==> config.mk <==
export PLATFORM = sky130hd
export DESIGN_NAME = cps_main_bus
export DESIGN_NICKNAME = d
export VERILOG_FILES = /design/src/hdl/cps_main_pkg.sv /design/src/hdl/cps_sel_if.sv /design/src/hdl/cps_addr_decode.sv /design/src/hdl/cps_io_regs.sv /design/src/hdl/cps_bus_ack.sv /design/src/hdl/cps_irq_gen.sv /design/src/hdl/cps_main_bus.sv
export VERILOG_INCLUDE_DIRS = /design/src /design/src/include
export SDC_FILE = /design/constraint.sdc
export NUM_CORES = 1
export LEC_CHECK = 0
export ABC_AREA = 1
export BUFFER_PORTS_ARGS = -buffer_cell sky130_fd_sc_hd__buf_2
export CORE_MARGIN = 3
export CORE_UTILIZATION = 37
export DETAILED_ROUTE_END_ITERATION = 7
export GPL_ROUTABILITY_DRIVEN = 0
export GPL_TIMING_DRIVEN = 1
export PLACE_DENSITY = 0.75
export SLEW_MARGIN = 25
export SYNTH_ARGS = -nofsm -noshare
export SYNTH_HDL_FRONTEND = slang
export SYNTH_SLANG_ARGS = --single-unit
==> constraint.sdc <==
create_clock -name clk -period 0.9 [get_ports clk]
set_input_delay 0.09 -clock clk [delete_from_list [all_inputs] [get_ports clk]]
set_output_delay 0.09 -clock clk [all_outputs]
set_load 0.02 [all_outputs]
==> src/include/cps_main_consts.svh <==
// CPS-1 main CPU glue constants
// Region codes, I/O page register offsets and the idle bus value
`ifndef CPS_MAIN_CONSTS_SVH
`define CPS_MAIN_CONSTS_SVH

// Word address A[23:1]
`define CPS_ADDR_W 23

// A[23:20] value of the I/O page
`define CPS_IO_PAGE 4'h8

// A[23:18] prefix of video RAM
`define CPS_VRAM_HI 6'b1001_00

// I/O register offsets, taken from A[8:3]
`define CPS_IO_JOY    6'b00_0000
`define CPS_IO_SYS    6'b00_0011
`define CPS_IO_OLATCH 6'b00_0110
`define CPS_IO_SND0   6'b11_0000
`define CPS_IO_SND1   6'b11_0001

// Read value when nothing drives the bus
`define CPS_BUS_IDLE 16'hffff

`endif

==> src/hdl/cps_main_pkg.sv <==
// CPS-1 main CPU glue types
// Target region, CPU write word views and I/O strobe bundle
`default_nettype none

package cps_main_pkg;

    typedef enum logic [2:0] {
        rgn_none,
        rgn_rom,
        rgn_ram,
        rgn_vram,
        rgn_io
    } cpu_region_e;

    // Same CPU write word, seen by the output latch and by the sound latches
    typedef union packed {
        struct packed {
            logic        ppu_rstn;
            logic [14:0] misc;
        } olatch;
        struct packed {
            logic [7:0]  unused_hi;
            logic [7:0]  cmd;
        } snd;
    } cpu_wdata_u;

    typedef struct packed {
        logic joy;
        logic sys;
        logic olatch;
        logic snd0;
        logic snd1;
        logic ppu1;
    } io_sel_t;

endpackage

`default_nettype wire

==> src/hdl/cps_sel_if.sv <==
// CPS-1 decoded select bundle
// Carries the target region, the I/O strobes and the system register index
// from the address decoder to the register file and the acknowledge block
`timescale 1ns/1ps
`default_nettype none

interface cps_sel_if
    import cps_main_pkg::*;
();

    cpu_region_e region;
    io_sel_t     io;
    logic [1:0]  sys_idx;

    // Driven by the address decoder
    modport decode (
        output region,
        output io,
        output sys_idx
    );

    // Register file and DTACK block
    modport user (
        input region,
        input io,
        input sys_idx
    );

endinterface

`default_nettype wire

==> src/hdl/cps_addr_decode.sv <==
// CPS-1 main CPU address decoder
// Classifies each bus cycle into ROM, work RAM, video RAM or I/O and
// raises the per-register strobes inside the I/O page
`timescale 1ns/1ps
`default_nettype none
`include "cps_main_consts.svh"

module cps_addr_decode
    import cps_main_pkg::*;
(
    input  logic [`CPS_ADDR_W:1] a,
    input  logic                 as_n,
    input  logic                 rnw,
    input  logic                 uds_n,
    input  logic                 lds_n,
    cps_sel_if.decode            sel
);

    logic       rom_hit;
    logic       ram_hit;
    logic       vram_hit;
    logic       io_hit;
    logic       uds_w;
    logic       lds_w;
    logic [5:0] io_off;

    assign io_off = a[8:3];
    assign uds_w  = ~rnw & ~uds_n;
    assign lds_w  = ~rnw & ~lds_n;

    assign rom_hit  = a[23:22] == 2'b00;
    assign ram_hit  = &a[23:18];
    // Top quarter of the VRAM window is not populated
    assign vram_hit = (a[23:18] == `CPS_VRAM_HI) && (a[17:16] != 2'b11);
    assign io_hit   = a[23:20] == `CPS_IO_PAGE;

    assign sel.sys_idx = a[2:1];

    always_comb begin
        sel.region = rgn_none;
        sel.io     = '0;
        if (!as_n) begin
            if (rom_hit) begin
                sel.region = rgn_rom;
            end else if (ram_hit) begin
                sel.region = rgn_ram;
            end else if (vram_hit) begin
                sel.region = rgn_vram;
            end else if (io_hit) begin
                sel.region = rgn_io;
            end

            if (io_hit) begin
                if (rnw) begin
                    // Cabinet inputs
                    sel.io.joy = io_off == `CPS_IO_JOY;
                    sel.io.sys = io_off == `CPS_IO_SYS;
                end else begin
                    sel.io.olatch = uds_w && (io_off == `CPS_IO_OLATCH);
                    sel.io.snd0   = lds_w && (io_off == `CPS_IO_SND0);
                    sel.io.snd1   = lds_w && (io_off == `CPS_IO_SND1);
                    sel.io.ppu1   = a[8:6] == 3'b100;
                end
            end
        end
    end

    // Memory map windows must never overlap
    region_onehot_a: assert property (
        @(negedge as_n) $onehot0({rom_hit, ram_hit, vram_hit, io_hit})
    );

endmodule

`default_nettype wire

==> src/hdl/cps_io_regs.sv <==
// CPS-1 I/O register file
// Holds the PPU reset and sound command latches and captures the
// cabinet inputs and DIP switches for CPU reads
`timescale 1ns/1ps
`default_nettype none

module cps_io_regs
    import cps_main_pkg::*;
(
    input  logic        clk,
    input  logic        rst,
    input  logic        cen10,
    cps_sel_if.user     sel,
    input  cpu_wdata_u  wdata,
    input  logic [7:0]  joystick1,
    input  logic [7:0]  joystick2,
    input  logic [1:0]  start_button,
    input  logic [1:0]  coin_input,
    input  logic        service,
    input  logic        tilt,
    input  logic        dip_test,
    input  logic [7:0]  dipsw_a,
    input  logic [7:0]  dipsw_b,
    input  logic [7:0]  dipsw_c,
    output logic        ppu_rstn,
    output logic [7:0]  snd0_latch,
    output logic [7:0]  snd1_latch,
    output logic [15:0] sys_data
);

    // Output latches
    always_ff @(posedge clk or posedge rst) begin
        if (rst) begin
            ppu_rstn   <= 1'b0;
            snd0_latch <= 8'd0;
            snd1_latch <= 8'd0;
        end else if (cen10) begin
            if (sel.io.olatch) begin
                ppu_rstn <= wdata.olatch.ppu_rstn;
            end
            if (sel.io.snd0) begin
                snd0_latch <= wdata.snd.cmd;
            end
            if (sel.io.snd1) begin
                snd1_latch <= wdata.snd.cmd;
            end
        end
    end

    // Cabinet input capture, valid well before DTACK
    always_ff @(posedge clk) begin
        if (cen10) begin
            if (sel.io.joy) begin
                sys_data <= {joystick2, joystick1};
            end else if (sel.io.sys) begin
                case (sel.sys_idx)
                    2'd0: sys_data <= {tilt, dip_test, start_button, 1'b1,
                                       service, coin_input, 8'hff};
                    2'd1: sys_data <= {dipsw_a, 8'hff};
                    2'd2: sys_data <= {dipsw_b, 8'hff};
                    default: sys_data <= {dipsw_c, 8'hff};
                endcase
            end
        end
    end

    // Upper and lower byte latches live at distinct offsets
    latch_excl_a: assert property (
        @(posedge clk) disable iff (rst)
        !(sel.io.olatch && (sel.io.snd0 || sel.io.snd1))
    );

endmodule

`default_nettype wire

==> src/hdl/cps_bus_ack.sv <==
// CPS-1 bus acknowledge and read return
// Drives the memory chip selects, multiplexes read data onto the CPU
// bus and generates DTACK once the addressed memory reports ok
`timescale 1ns/1ps
`default_nettype none
`include "cps_main_consts.svh"

module cps_bus_ack
    import cps_main_pkg::*;
(
    input  logic        clk,
    input  logic        rst,
    input  logic        cen10,
    input  logic        cen10b,
    input  logic        as_n,
    input  logic        uds_w_n,
    input  logic        lds_w_n,
    cps_sel_if.user     sel,
    input  logic [15:0] sys_data,
    input  logic [15:0] rom_data,
    input  logic [15:0] ram_data,
    input  logic        rom_ok,
    input  logic        ram_ok,
    output logic        rom_cs,
    output logic        ram_cs,
    output logic        vram_cs,
    output logic        dtack_n,
    output logic [15:0] cpu_din
);

    logic ready;
    logic io_rdy;
    logic wr_idle_q;
    logic rom_sel;
    logic ram_sel;
    logic vram_sel;

    assign rom_sel  = sel.region == rgn_rom;
    assign ram_sel  = sel.region == rgn_ram;
    assign vram_sel = sel.region == rgn_vram;

    // Read return and readiness of the addressed target
    always_comb begin
        cpu_din = `CPS_BUS_IDLE;
        ready   = 1'b1;
        case (sel.region)
            rgn_rom: begin
                cpu_din = rom_data;
                ready   = rom_ok;
            end
            rgn_ram, rgn_vram: begin
                cpu_din = ram_data;
                ready   = ram_ok;
            end
            rgn_io: begin
                cpu_din = sys_data;
                ready   = io_rdy;
            end
            default: begin
                cpu_din = `CPS_BUS_IDLE;
                ready   = 1'b1;
            end
        endcase
    end

    always_ff @(posedge clk or posedge rst) begin
        if (rst) begin
            rom_cs    <= 1'b0;
            ram_cs    <= 1'b0;
            vram_cs   <= 1'b0;
            wr_idle_q <= 1'b1;
            io_rdy    <= 1'b0;
            dtack_n   <= 1'b1;
        end else begin
            rom_cs  <= rom_sel;
            // Hold over while the write strobes are still idle
            ram_cs  <= ram_sel | (ram_cs & ~as_n & wr_idle_q);
            vram_cs <= vram_sel | (vram_cs & ~as_n & wr_idle_q);
            if (cen10) begin
                wr_idle_q <= uds_w_n & lds_w_n;
            end
            // I/O access is done once a cen10 step has seen it
            if (as_n) begin
                io_rdy <= 1'b0;
            end else if (cen10 && sel.region == rgn_io &&
                         (!(uds_w_n & lds_w_n) || sel.io.joy || sel.io.sys)) begin
                io_rdy <= 1'b1;
            end
            if (cen10b) begin
                if (as_n) begin
                    dtack_n <= 1'b1;
                end else if (ready) begin
                    dtack_n <= 1'b0;
                end
            end
        end
    end

    // DTACK released after the address strobe has gone
    dtack_release_a: assert property (
        @(posedge clk) disable iff (rst)
        (cen10b && as_n) |=> dtack_n
    );

endmodule

`default_nettype wire

==> src/hdl/cps_irq_gen.sv <==
// CPS-1 vertical blank interrupt
// Requests level 1 on the start of vertical blank and drops the request
// on the CPU interrupt acknowledge cycle
`timescale 1ns/1ps
`default_nettype none

module cps_irq_gen (
    input  logic       clk,
    input  logic       rst,
    input  logic       lvbl,
    input  logic       dip_pause,
    input  logic       as_n,
    input  logic [2:0] fc,
    output logic       irq1_n,
    output logic       vpa_n
);

    logic last_lvbl;

    // Function code 7 marks an interrupt acknowledge, autovectored
    assign vpa_n = ~(&fc & ~as_n);

    always_ff @(posedge clk or posedge rst) begin
        if (rst) begin
            last_lvbl <= 1'b1;
            irq1_n    <= 1'b1;
        end else begin
            last_lvbl <= lvbl;
            if (!vpa_n) begin
                irq1_n <= 1'b1;
            end else if (dip_pause && !lvbl && last_lvbl) begin
                // Pause switch low freezes the game loop
                irq1_n <= 1'b0;
            end
        end
    end

endmodule

`default_nettype wire

==> src/hdl/cps_main_bus.sv <==
// CPS-1 main CPU glue logic top level
// Connects the 68000 bus, the ROM and RAM controllers and the cabinet
// inputs to the decoder, register file, DTACK block and interrupt logic
`timescale 1ns/1ps
`default_nettype none
`include "cps_main_consts.svh"

module cps_main_bus (
    input  logic                 clk,
    input  logic                 rst,
    input  logic                 cen10,
    input  logic                 cen10b,
    // 68000 bus
    input  logic [`CPS_ADDR_W:1] a,
    input  logic                 as_n,
    input  logic                 rnw,
    input  logic                 uds_n,
    input  logic                 lds_n,
    input  logic [2:0]           fc,
    input  logic [15:0]          cpu_dout,
    output logic [15:0]          cpu_din,
    output logic                 dtack_n,
    output logic                 vpa_n,
    output logic                 irq1_n,
    // Video timing
    input  logic                 lvbl,
    // Latches
    output logic                 ppu_rstn,
    output logic [7:0]           snd0_latch,
    output logic [7:0]           snd1_latch,
    // Memories
    output logic                 uds_w_n,
    output logic                 lds_w_n,
    output logic [17:1]          addr,
    output logic [19:1]          rom_addr,
    output logic                 rom_cs,
    input  logic [15:0]          rom_data,
    input  logic                 rom_ok,
    output logic                 ram_cs,
    output logic                 vram_cs,
    input  logic [15:0]          ram_data,
    input  logic                 ram_ok,
    // Cabinet
    input  logic [7:0]           joystick1,
    input  logic [7:0]           joystick2,
    input  logic [1:0]           start_button,
    input  logic [1:0]           coin_input,
    input  logic                 service,
    input  logic                 tilt,
    // DIP switches
    input  logic                 dip_pause,
    input  logic                 dip_test,
    input  logic [7:0]           dipsw_a,
    input  logic [7:0]           dipsw_b,
    input  logic [7:0]           dipsw_c
);

    logic [15:0] sys_data;

    cps_sel_if sel_bus ();

    assign uds_w_n  = rnw | uds_n;
    assign lds_w_n  = rnw | lds_n;
    assign addr     = a[17:1];
    assign rom_addr = a[19:1];

    cps_addr_decode u_decode (
        .a     (a),
        .as_n  (as_n),
        .rnw   (rnw),
        .uds_n (uds_n),
        .lds_n (lds_n),
        .sel   (sel_bus.decode)
    );

    cps_io_regs u_regs (
        .clk          (clk),
        .rst          (rst),
        .cen10        (cen10),
        .sel          (sel_bus.user),
        .wdata        (cpu_dout),
        .joystick1    (joystick1),
        .joystick2    (joystick2),
        .start_button (start_button),
        .coin_input   (coin_input),
        .service      (service),
        .tilt         (tilt),
        .dip_test     (dip_test),
        .dipsw_a      (dipsw_a),
        .dipsw_b      (dipsw_b),
        .dipsw_c      (dipsw_c),
        .ppu_rstn     (ppu_rstn),
        .snd0_latch   (snd0_latch),
        .snd1_latch   (snd1_latch),
        .sys_data     (sys_data)
    );

    cps_bus_ack u_ack (
        .clk      (clk),
        .rst      (rst),
        .cen10    (cen10),
        .cen10b   (cen10b),
        .as_n     (as_n),
        .uds_w_n  (uds_w_n),
        .lds_w_n  (lds_w_n),
        .sel      (sel_bus.user),
        .sys_data (sys_data),
        .rom_data (rom_data),
        .ram_data (ram_data),
        .rom_ok   (rom_ok),
        .ram_ok   (ram_ok),
        .rom_cs   (rom_cs),
        .ram_cs   (ram_cs),
        .vram_cs  (vram_cs),
        .dtack_n  (dtack_n),
        .cpu_din  (cpu_din)
    );

    cps_irq_gen u_irq (
        .clk       (clk),
        .rst       (rst),
        .lvbl      (lvbl),
        .dip_pause (dip_pause),
        .as_n      (as_n),
        .fc        (fc),
        .irq1_n    (irq1_n),
        .vpa_n     (vpa_n)
    );

endmodule

`default_nettype wire

After elaboration in Yosys (flattened, before gate mapping)
Cells that the tools add are included.
- bits of input ports: 133
- word-level logic and storage cells: 90
- register bits: 41
- reductions and logical operators: 27
- multiplexer cells: 20
- bitwise operators: 17
- equal/unequal tests: 14
- operator list (cell ; number):
    $pmux 16 s3 ; 2
    $mux 16 ; 2
    $eq 6x6->1 const B ; 3
    $mux 3 ; 5
    $mux 6 ; 2
    $reduce_and 2->1 ; 5
    $and 1x1->1 ; 8
    $logic_and 1x1->1 ; 8
    $reduce_bool 2->1 ; 4
    $eq 3x2->1 const B ; 2
    $eq 3x3->1 const B ; 2
    $eq 6x2->1 const B ; 1
    $eq 6x3->1 const B ; 1
    $logic_not 6->1 ; 1
    $mux 1 ; 6
    $reduce_and 6->1 ; 1
    $not 1->1 ; 5
    $eq 4x4->1 const B ; 1
    $logic_not 2->1 ; 2
    $mux 4 ; 1
    $or 1x1->1 ; 4
    $eq 3x1->1 const B ; 1
    $pmux 1 s3 ; 1
    $reduce_and 3->1 ; 1
    other kinds (7) ; 9

Longest topological paths before layout
Gate-level depths: netlist of run 1.
- depth after elaboration: 11
- mapped depth: 10

Hierarchy
From an unflattened synthesis of run 1, not the netlist that was laid out.
- cells, all modules: 382
- area, all modules: 2952.8 um^2
- by module, submodules not included (module ; cells each ; instances ; area an instance (um^2)):
    cps_io_regs ; 171 ; 1 ; 1591.5
    cps_bus_ack ; 108 ; 1 ; 710.7
    cps_main_bus ; 41 ; 1 ; 289.0
    cps_addr_decode ; 53 ; 1 ; 272.8
    cps_irq_gen ; 9 ; 1 ; 88.8

Worst setup path before layout of run 1
No wires, ideal clock.
- path type: input to register
- start point: input port a[6] (netlist bit)
- end point: register u_regs.sys_data[0], enable pin
- arrival: 1540 ps
- library setup time: 394 ps
- path slack: -1034 ps
- cell stages on the path: 6
- path buffers: 1
- path through: nor2_1 inv_1 nor3_1 nand2_1 buf_2 a21oi_1
- word-level cells in the longest chain between the ends: 6
- elaborated cells on any way between the ends: 7
- ends and longest elaborated chain (element ; line ; text):
    from (decl) ; cps_main_bus.sv:14 ; input logic [`CPS_ADDR_W:1] a,
    $eq 6x2->1 (no line) / $logic_not 6->1 (equally long branches) ; - ;
    $mux 2 (*) ; cps_addr_decode.sv:54 ; if (rnw) begin
    $mux 6 (*) ; cps_addr_decode.sv:53 ; if (io_hit) begin
    $mux 6 (*) ; cps_addr_decode.sv:42 ; if (!as_n) begin
    $reduce_bool 2->1 (no line) (*) ; - ;
    $reduce_and 2->1 (no line) (*) ; - ;
    to (signal assigned) ; cps_io_regs.sv:54 ; sys_data <= {joystick2, joystick1};
    to (signal assigned) ; cps_io_regs.sv:57 ; 2'd0: sys_data <= {tilt, dip_test, start_button, 1'b1,
    to (signal assigned) ; cps_io_regs.sv:59 ; 2'd1: sys_data <= {dipsw_a, 8'hff};
    to (decl) ; cps_io_regs.sv:28 ; output logic [15:0] sys_data
Every way passes the cells marked *; elsewhere a longest branch is shown, timed or not.
A chain may end at the register's enable or synchronous reset.

Worst setup path after layout of run 1
- start point: input port a[20] (netlist bit)
- end point: output port cpu_din[2]
- word-level cells in the longest chain between the ends: 9
- elaborated cells on any way between the ends: 15
- ends and longest elaborated chain (element ; line ; text):
    $eq 4x4->1 (no line) / $eq 6x6->1 (equally long branches) ; - ;
    $mux 3 / $logic_and 1x1->1 (equally long branches) ; cps_addr_decode.sv:49, cps_addr_decode.sv:34 ;
    $mux 3 ; cps_addr_decode.sv:47 ; end else if (vram_hit) begin
    $mux 3 (*) ; cps_addr_decode.sv:45 ; end else if (ram_hit) begin
    $mux 3 (*) ; cps_addr_decode.sv:43 ; if (rom_hit) begin
    $mux 3 (*) ; cps_addr_decode.sv:42 ;
    $eq 3x2->1 ; cps_bus_ack.sv:46 ; case (sel.region)
    $reduce_or 2->1 ; cps_bus_ack.sv:46 ;
    $pmux 16 s3 (*) ; cps_bus_ack.sv:46 ;
    to (decl) ; cps_main_bus.sv:21 ; output logic [15:0] cpu_din,
Marks and branches as above.

==> run_results.csv, run 1 <==
group,metric,value,unit
outcome,outcome,"finished with violations",
outcome,violations,"negative setup slack",
routing,drt-initial-drc-count,89,
global_routing,grt_pass1_wl,15400,um
timing,setup_tns,-11.78,ns
finish,postLayoutCoreUtil,68.4,%
finish,drive_gt1_share,60.6,%
clock_tree,cts.htree.levels,2,
timing,rsz0062_at_grt,"true",
finish,antenna_cells,0,
pwr,powerDensity,932,nW/um^2
setup_path,ff2ff_setup_slack,0.03,ns
global_routing,grt_max_degree,18,
routing,wl_per_cell,15.0,um
synthesis,synth_async_sr_flop_share,61.0,%
run,maxCapViolCount,0,
routing,routed_via_density,4.85,
synthesis,syn_area,2750,sq um
clock_tree,cts_tree,"built",
clock_tree,cts_root_buf,"clkbuf_8",
pwr,ir_drop,0.646,mV
timing,slew_headroom,79.7,%
min_path,min_to,"u_ack.dtack_n",
setup_path,arrival,1.20,ns
global_routing,grt_pass1_vias,3227,
clock_tree,path_clk_slew,0.08,ns
setup_path,reg2reg_depth,2,
finish,final_cell_mix,"buf_2, nand2_1, buf_4",
place,place_area,3920,sq um
synthesis,syn_area_per_cell,7.75,sq um
setup_path,r2r_end,"u_irq.irq1_n",
min_path,hold_start,"cen10b",
timing,finalWorstSetupSlack,-0.386,ns
synthesis,syn_inst,355,
finish,layout.nets,700,
routing,dr.pass1.iters,6,
place,place_inst,627,
clock_tree,ctsLongestPathBuffers,2,
routing,detail-route-antenna-nets,0,
timing,worst_pin_slew,0.303,ns
timing,max_freq,778,MHz
synthesis,synth-seq-cells,41,
global_routing,gr-total-overflow,0,
finish,layout_commonest_cell,"buf_2",
clock_tree,cts_inserted_buffers,5,
routing,wirelength,9960,um
finish,design_area,4770,sq um
synthesis,yosysUniqueCellTypes,28,
place,hpwl,6990,um
die,dieArea,8500,sq um
die,die_w,92.2,um
die,std_cell_rows,30,
setup_path,required,0.81,ns
synthesis,seq_area_frac_synth,40.4,%
synthesis,synth_edf_count,16,
clock_tree,clock_latency,0.28,ns
timing,final.period_utilization,143,%
routing,remaining_drc_errors,0,
die,die_y,92.2,um
finish,areaGrowthSynthToFinish,73.6,%
setup_path,endpoint_kind,"primary output",
min_path,hold_path_depth,3,
routing,dr_total_vias,3220,
timing,hold_violations,0,
setup_path,timing.rr.start,"u_irq.last_lvbl",
setup_path,cp_max_fo,8,
place,io_buffers,181,
timing,period_needed,1.29,ns
pwr,p_leak,2.36,nW
setup_path,crit_type,"input port to primary output",
die,core_area,6980,sq um
die,ios,210,
timing,finalSetupViolations,77,
setup_path,cp-start-kind,"input port",
global_routing,grtUsageTotal,22.8,%
global_routing,antenna_found_initial,0,
synthesis,synth_ff_type,"dfrtp_1",
synthesis,synthesis.nets,488,
min_path,hold_class,"input port to register",
synthesis,yosysWarnings,0,
timing,worst_clock_skew,0.000113,ns
pwr,power,0.00445,W
timing,slew_viol_final,0,
finish,fin_cells,664,
die,start_util,39.4,%
clock_tree,cts.sinks,41,
## kinds of logic (layout without fill, tap and decap cells)
family | count (synthesis) | after routing | synth area share, %
buf+inv | 84 | 295 | 17.3
flops | 41 | 41 | 40.4
compound gates | 39 | 39 | 10.3
simple gates | 191 | 193 | 32.0
## where the power goes
group          switching (W)  leakage (nW)  internal [W]  total (W)
logic               0.000687          1.82      0.000617    0.00130
clock network       0.000612        0.0455      0.000536    0.00115
registers          0.0000178         0.495       0.00198    0.00200
## stage by stage
stage / worst slack, ns / hold slack (ns)
after global routing: -0.455 / 0.0130
after floorplan: -0.456 / 0.0945
final: -0.386 / 0.0153
after detailed placement: -0.558 / 0.103
after global placement: -0.509 / 0.114
after CTS: -0.331 / 0.0119
## cells in the mapped netlist, types with 2 or more instances
master / number / area, sq um
nand4_1: 19 / 119
buf_6: 2 / 22.5
nor3_1: 5 / 25.0
a21oi_1: 4 / 20.0
inv_1: 35 / 131
nand2_1: 103 / 387
o21ai_2: 16 / 140
nor2_1: 15 / 56.3
buf_2: 7 / 35.0
buf_4: 36 / 270
nand3_1: 31 / 155
nand2_2: 6 / 37.5
dfrtp_1: 21 / 526
a221oi_1: 6 / 52.6
dfstp_2: 4 / 105
o21ai_0: 11 / 55.1
edfxtp_1: 16 / 480
or2_1: 8 / 50.1
## flip-flops by register name (all words and copies together), names as in the netlist
signal	flops
u_ack.wr_idle_q	1
u_ack.io_rdy	1
u_ack.ram_cs	1
u_regs.ppu_rstn	1
u_ack.vram_cs	1
u_ack.rom_cs	1
u_irq.last_lvbl	1
u_regs.snd0_latch	8
u_irq.irq1_n	1
u_ack.dtack_n	1
u_regs.snd1_latch	8
u_regs.sys_data	16
## worst max-delay path by stage
stage	cells after the start	startpoint	endpoint	slack (ns)
finish	9	a[20]	cpu_din[2]	-0.39
global route	9	a[20]	cpu_din[2]	-0.46
global placement	9	a[23]	u_regs.sys_data[8]	-0.51
CTS	10	a[21]	cpu_din[14]	-0.33
detailed placement	4	a[2]	u_regs.sys_data[8]	-0.56
floorplan	6	a[8]	u_regs.sys_data[0]	-0.46
## metal layers
metal  track usage [%]  up-vias  part of all wire (%)
li1                  -     1563                     -
met1              24.4     1473                    36
met2              43.7      161                    53
met3              5.41       23                   8.1
met4              6.56        0                   2.4
met5                 0        -                     0
## area by class of cell
cell class                 instances  area (sq um)
fill                             554          2210
timing repair buffer             248          1820
multi-input combinational        232          1470
sequential                        41          1110
inverter                          38           165
tap                               96           120
clock buffer                       5          68.8
clock inverter                     3          17.5
timing repair inverter             1          3.75
## what timing repair did
action                                 in CTS  in global routing
setup endpoints to repair                  89                 90
pin swaps                                  12                 11
hold buffers                                2                  0
resized for setup                         133                 24
gates cloned                                6                  0
endpoints found under the hold margin      26                  0
setup buffers                              17                  6
## critical path, cell delays in order
cell	delay [ns]
buf_2	0.10
buf_4	0.11
nand2_1	0.07
nor2_2	0.11
nand4_1	0.13
buf_6	0.17
nand3_4	0.13
nand4_1	0.11
buf_4	0.18
No activity file was read; power rests on OpenSTA's default activity.
==> inputs of run 2 (changes only) <==
--- a/config.mk
+++ b/config.mk
@@ -8,6 +8,7 @@
 export LEC_CHECK = 0
 export ABC_AREA = 1
 export BUFFER_PORTS_ARGS = -buffer_cell sky130_fd_sc_hd__buf_2
+export CORE_ASPECT_RATIO = 0.5
 export CORE_MARGIN = 3
 export CORE_UTILIZATION = 37
 export DETAILED_ROUTE_END_ITERATION = 7
==> run_results.csv, run 2 (synthesis results as in run 1) <==
group,metric,value,unit
routing,dr.pass1.iters,5,
setup_path,cp-startpoint,"a[20]",
clock_tree,cts.sinks,41,
die,dieArea,8570,sq um
setup_path,timing.rr.start,"u_ack.io_rdy",
timing,hold_slack,0.000738,ns
routing,routed_via_density,5.20,
die,start_util,39.6,%
timing,hold_violations,0,
routing,dr_total_vias,3528,
die,std_cell_rows,21,
clock_tree,path_clk_slew,0.06,ns
finish,reg_top3,"u_regs.sys_data (16), u_regs.snd0_latch (8), u_regs.snd1_latch (8)",
finish,postLayoutCoreUtil,77.8,%
place,io_buffers,181,
setup_path,slowest_stage,"buf_6",
setup_path,crit_type,"input port to primary output",
setup_path,cp_slowest_stage_delay,0.16,ns
routing,detail-route-antenna-nets,0,
global_routing,grt_max_degree,26,
finish,layout.nets,717,
clock_tree,cts.htree.levels,2,
run,maxCapViolCount,0,
routing,wl_per_cell,18.3,um
min_path,hold_class,"input port to register",
finish,drive_gt1_share,66.5,%
clock_tree,cts_inserted_buffers,5,
finish,largest_reg_flops,16,
global_routing,gr-total-overflow,0,
timing,final.period_utilization,144,%
routing,drt-initial-drc-count,271,
global_routing,grtUsageTotal,22.2,%
routing,remaining_drc_errors,0,
min_path,hold_start,"cpu_dout[15]",
clock_tree,clock_latency,0.29,ns
setup_path,path_buf_inv,4,
setup_path,arrival,1.21,ns
timing,slew_headroom,66.9,%
pwr,ir_drop,0.615,mV
timing,rsz0062_at_grt,"true",
setup_path,cp_common_cell,"buf_6",
finish,multi_input_area,1720,sq um
setup_path,crit_family,"simple AND/OR/NAND/NOR gates",
pwr,powerDensity,1030,nW/um^2
die,ios,210,
outcome,outcome,"finished with violations",
timing,finalWorstSetupSlack,-0.399,ns
setup_path,required,0.81,ns
die,die_w,128,um
clock_tree,ctsLongestPathBuffers,2,
timing,worst_pin_slew,0.496,ns
finish,areaGrowthSynthToFinish,96.4,%
setup_path,cp-start-kind,"input port",
global_routing,grt_pass1_vias,3281,
timing,worst_clock_skew,0.00141,ns
setup_path,endpoint_kind,"primary output",
pwr,power,0.00555,W
timing,slew_viol_final,0,
pwr,p_leak,2.61,nW
routing,wirelength,12400,um
finish,nFillCells,423,
timing,finalSetupViolations,87,
clock_tree,cts_tree,"built",
outcome,violations,"negative setup slack",
place,hpwl,6760,um
setup_path,crit_chain,"buf_6 -> buf_6 -> nand2_2 -> nor2_2 -> nand4_1 -> buf_6 -> nand3_4 -> nand4_1 -> buf_6",
die,die_y,67.0,um
place,place_inst,629,
global_routing,antenna_found_initial,1,
die,core_area,6940,sq um
finish,final_cell_mix,"buf_2, nand2_1, buf_6",
setup_path,cp_max_fo,8,
timing,max_freq,770,MHz
finish,regMostFlops,"u_regs.sys_data",
finish,fin_cells,678,
global_routing,grt_pass1_wl,14900,um
clock_tree,cts_root_buf,"clkbuf_16",
finish,seqCellArea,1110,sq um
timing,period_needed,1.30,ns
finish,layout_commonest_cell,"buf_2",
run 2: per-stage QoR:
stage	worst slack (ns)	TNS [ns]	cell area, sq um
3_3_place_gp	-0.444	-26.17	3980
4_1_cts	-0.356	-12.14	4870
2_1_floorplan	-0.456	-11.96	2850
3_5_place_dp	-0.497	-27.69	3980
6_report	-0.399	-16.37	5400
5_1_grt	-0.444	-19.35	5400
run 2: power breakdown:
part           switching [W]  internal (W)  total (W)  leakage, nW
Combinational       0.000778      0.000688    0.00147         2.03
Sequential         0.0000191       0.00198    0.00200        0.495
Clock               0.000785       0.00130    0.00208       0.0775
run 2: per-layer routing:
| layer | up-vias | track usage, % | share of wire, % |
|---|---|---|---|
| met5 | - | 0 | 0 |
| met4 | 0 | 10.3 | 5.3 |
| met3 | 70 | 4.64 | 6.8 |
| met2 | 196 | 43.2 | 52 |
| met1 | 1653 | 23.2 | 35 |
| li1 | 1609 | - | - |
run 2: layout make-up:
type | count | area share, %
clock inverters | 3 | 0.765
inverters | 38 | 3.38
flip-flops and latches | 41 | 20.6
well taps | 92 | 2.13
repair inverters | 1 | 0.301
clock buffers | 5 | 2.32
diodes | 1 | 0.0463
repair buffers | 265 | 38.7
multi-input cells | 232 | 31.8
run 2: worst paths after layout:
path | slack [ns] | end | depth (start not counted)
max in group asynchronous | 0.29 | u_ack.wr_idle_q | 4
min reg2reg | 0.50 | u_ack.dtack_n | 2
min in group asynchronous | 0.38 | u_ack.rom_cs | 4
max | -0.40 | cpu_din[11] | 9
min | 0.0007 | u_regs.ppu_rstn | 3
max reg2reg | -0.08 | u_ack.dtack_n | 7
run 2: worst register-to-register path, cell delays in order (launching register included):
cell and delay [ns]:
dfrtp_1 0.33, inv_1 0.06, o21ai_1 0.19, inv_1 0.09, nand3_2 0.07, nand2_1 0.05
nand2_1 0.07, nand2_1 0.06
run 2: timing repair:
item                                   4_1_cts  5_1_grt
endpoints found under the hold margin       22        0
hold buffers                                 2        0
setup endpoints to repair                   87       92
gates resized for setup                    145      107
cloned                                       6        2
pin swaps                                   23       33
buffers inserted                            17       22
==> inputs of run 3 (changes only) <==
--- a/config.mk
+++ b/config.mk
@@ -10,7 +10,7 @@
 export BUFFER_PORTS_ARGS = -buffer_cell sky130_fd_sc_hd__buf_2
 export CORE_ASPECT_RATIO = 0.5
 export CORE_MARGIN = 3
-export CORE_UTILIZATION = 37
+export CORE_UTILIZATION = 38
 export DETAILED_ROUTE_END_ITERATION = 7
 export GPL_ROUTABILITY_DRIVEN = 0
 export GPL_TIMING_DRIVEN = 1
@@ -18,4 +18,5 @@
 export SLEW_MARGIN = 25
 export SYNTH_ARGS = -nofsm -noshare
 export SYNTH_HDL_FRONTEND = slang
+export SYNTH_HIERARCHICAL = 1
 export SYNTH_SLANG_ARGS = --single-unit
==> run_results.csv, run 3 <==
group,metric,value,unit
timing,worst_pin_slew,0.305,ns
clock_tree,cts_tree,"built",
synthesis,syn_area_per_cell,7.74,sq um
clock_tree,ctsLongestPathBuffers,2,
clock_tree,cts_root_buf,"clkbuf_16",
min_path,hold_class,"input port to register",
routing,dr.pass1.iters,4,
setup_path,required,0.81,ns
global_routing,grt_pass1_vias,3089,
routing,detail-route-antenna-nets,0,
finish,nFillCells,551,
run,maxCapViolCount,0,
global_routing,grt_pass1_wl,14600,um
clock_tree,path_clk_slew,0.06,ns
synthesis,yosysWarnings,6,
place,place_inst,638,
timing,worst_clock_skew,0.000611,ns
pwr,powerDensity,993,nW/um^2
finish,regMostFlops,"u_regs/sys_data",
outcome,outcome,"finished with violations",
routing,routed_via_density,4.65,
setup_path,cp-start-kind,"input port",
finish,postLayoutCoreUtil,70.8,%
finish,largest_reg_flops,16,
synthesis,syn_area,2940,sq um
timing,finalSetupViolations,85,
die,core_area,7070,sq um
setup_path,cp_max_fo,6,
setup_path,crit_type,"input port to primary output",
die,start_util,41.5,%
clock_tree,cts_inserted_buffers,5,
die,ios,210,
finish,final_cell_mix,"buf_2, nand2_1, buf_6",
timing,hold_violations,0,
finish,fin_cells,676,
global_routing,grt_max_degree,18,
die,die_y,68.1,um
die,dieArea,8880,sq um
global_routing,gr-total-overflow,0,
place,io_buffers,181,
routing,wl_per_cell,14.7,um
synthesis,syn_inst,379,
place,hpwl,6970,um
routing,drt-initial-drc-count,126,
finish,drive_gt1_share,61.0,%
routing,remaining_drc_errors,0,
finish,layout_commonest_cell,"buf_2",
finish,antenna_cells,0,
global_routing,grtUsageTotal,21.4,%
setup_path,arrival,1.45,ns
timing,slew_viol_final,0,
timing,setup_tns,-26.94,ns
clock_tree,clock_latency,0.28,ns
routing,dr_total_vias,3141,
timing,final.period_utilization,171,%
timing,period_needed,1.54,ns
finish,reg_top3,"u_regs/sys_data (16), u_regs/snd0_latch (8), u_regs/snd1_latch (8)",
clock_tree,cts.sinks,41,
outcome,violations,"negative setup slack",
synthesis,synthesis.nets,512,
setup_path,endpoint_kind,"primary output",
pwr,ir_drop,0.728,mV
clock_tree,cts.htree.levels,2,
timing,finalWorstSetupSlack,-0.636,ns
finish,layout.nets,716,
die,std_cell_rows,21,
timing,slew_headroom,79.6,%
routing,wirelength,9950,um
timing,rsz0062_at_grt,"true",
finish,areaGrowthSynthToFinish,70.4,%
pwr,p_leak,2.51,nW
global_routing,antenna_found_initial,0,
timing,max_freq,651,MHz
die,die_w,130,um
-- run 3: report_power, final --
| group | leakage (nW) | switching, W | internal [W] | total [W] |
|---|---|---|---|---|
| Combinational | 1.94 | 0.000663 | 0.000613 | 0.00128 |
| Clock | 0.0706 | 0.000673 | 0.00102 | 0.00169 |
| Sequential | 0.500 | 0.0000177 | 0.00198 | 0.00200 |
-- run 3: repair_timing --
| action | CTS | global route |
|---|---|---|
| setup endpoints to repair | 89 | 91 |
| gates cloned | 4 | 1 |
| setup buffers | 12 | 16 |
| hold buffers | 2 | 0 |
| hold endpoints to repair | 24 | 0 |
| gates resized for setup | 117 | 65 |
| pin swaps | 14 | 31 |
-- run 3: cell type report --
cell class / count / area [sq um] / share of cell area (%)
Multi-Input combinational cell: 250 / 1660 / 33.1
Sequential cell: 41 / 1110 / 22.2
Tap cell: 92 / 115 / 2.30
Clock buffer: 6 / 129 / 2.58
Timing Repair Buffer: 242 / 1790 / 35.8
Inverter: 42 / 180 / 3.60
Clock inverter: 2 / 10.0 / 0.200
Timing Repair inverter: 1 / 7.51 / 0.150
-- run 3: critical path: stages --
cell,delay [ns]
buf_8,0.11
clkinv_8,0.03
nand2_2,0.04
nor2_2,0.10
nand2_2,0.09
a21oi_4,0.17
inv_2,0.07
nor2_4,0.15
inv_4,0.05
nand3_4,0.14
buf_12,0.15
nand4_1,0.10
buf_6,0.15
-- run 3: layer usage --
metal | share of wire (%) | vias up | GRT usage, % | wire length [um]
met5 | 0 | - | 0 | 0
met4 | 1.3 | 0 | 4.27 | 134
met3 | 5.6 | 16 | 6.16 | 559
met2 | 53 | 86 | 39.7 | 5230
met1 | 40 | 1449 | 25.1 | 4020
li1 | - | 1590 | - | -
-- run 3: final timing paths --
kind | start | to | slack [ns] | cells after the start
max | a[19] | cpu_din[5] | -0.64 | 13
min | cen10b | u_ack/dtack_n | 0.03 | 3
max reg2reg | u_ack/io_rdy | u_ack/dtack_n | -0.01 | 7
min reg2reg | u_ack/dtack_n | u_ack/dtack_n | 0.48 | 2
max in group asynchronous | rst | u_regs/snd1_latch[7] | 0.28 | 4
min in group asynchronous | rst | u_ack/vram_cs | 0.32 | 3
-- run 3: per-stage QoR --
stage	setup WS (ns)	hold slack, ns	power, W	area (sq um)
after global routing	-0.746	0.0373	0.00527	5000
after CTS	-0.629	0.0221	0.00496	4680
after detailed placement	-0.685	0.0655	0.00312	4010
final	-0.636	0.0278	0.00497	5000
after global placement	-0.663	0.0648	0.00310	4010
after floorplan	-0.486	-0.120	0.00272	3090
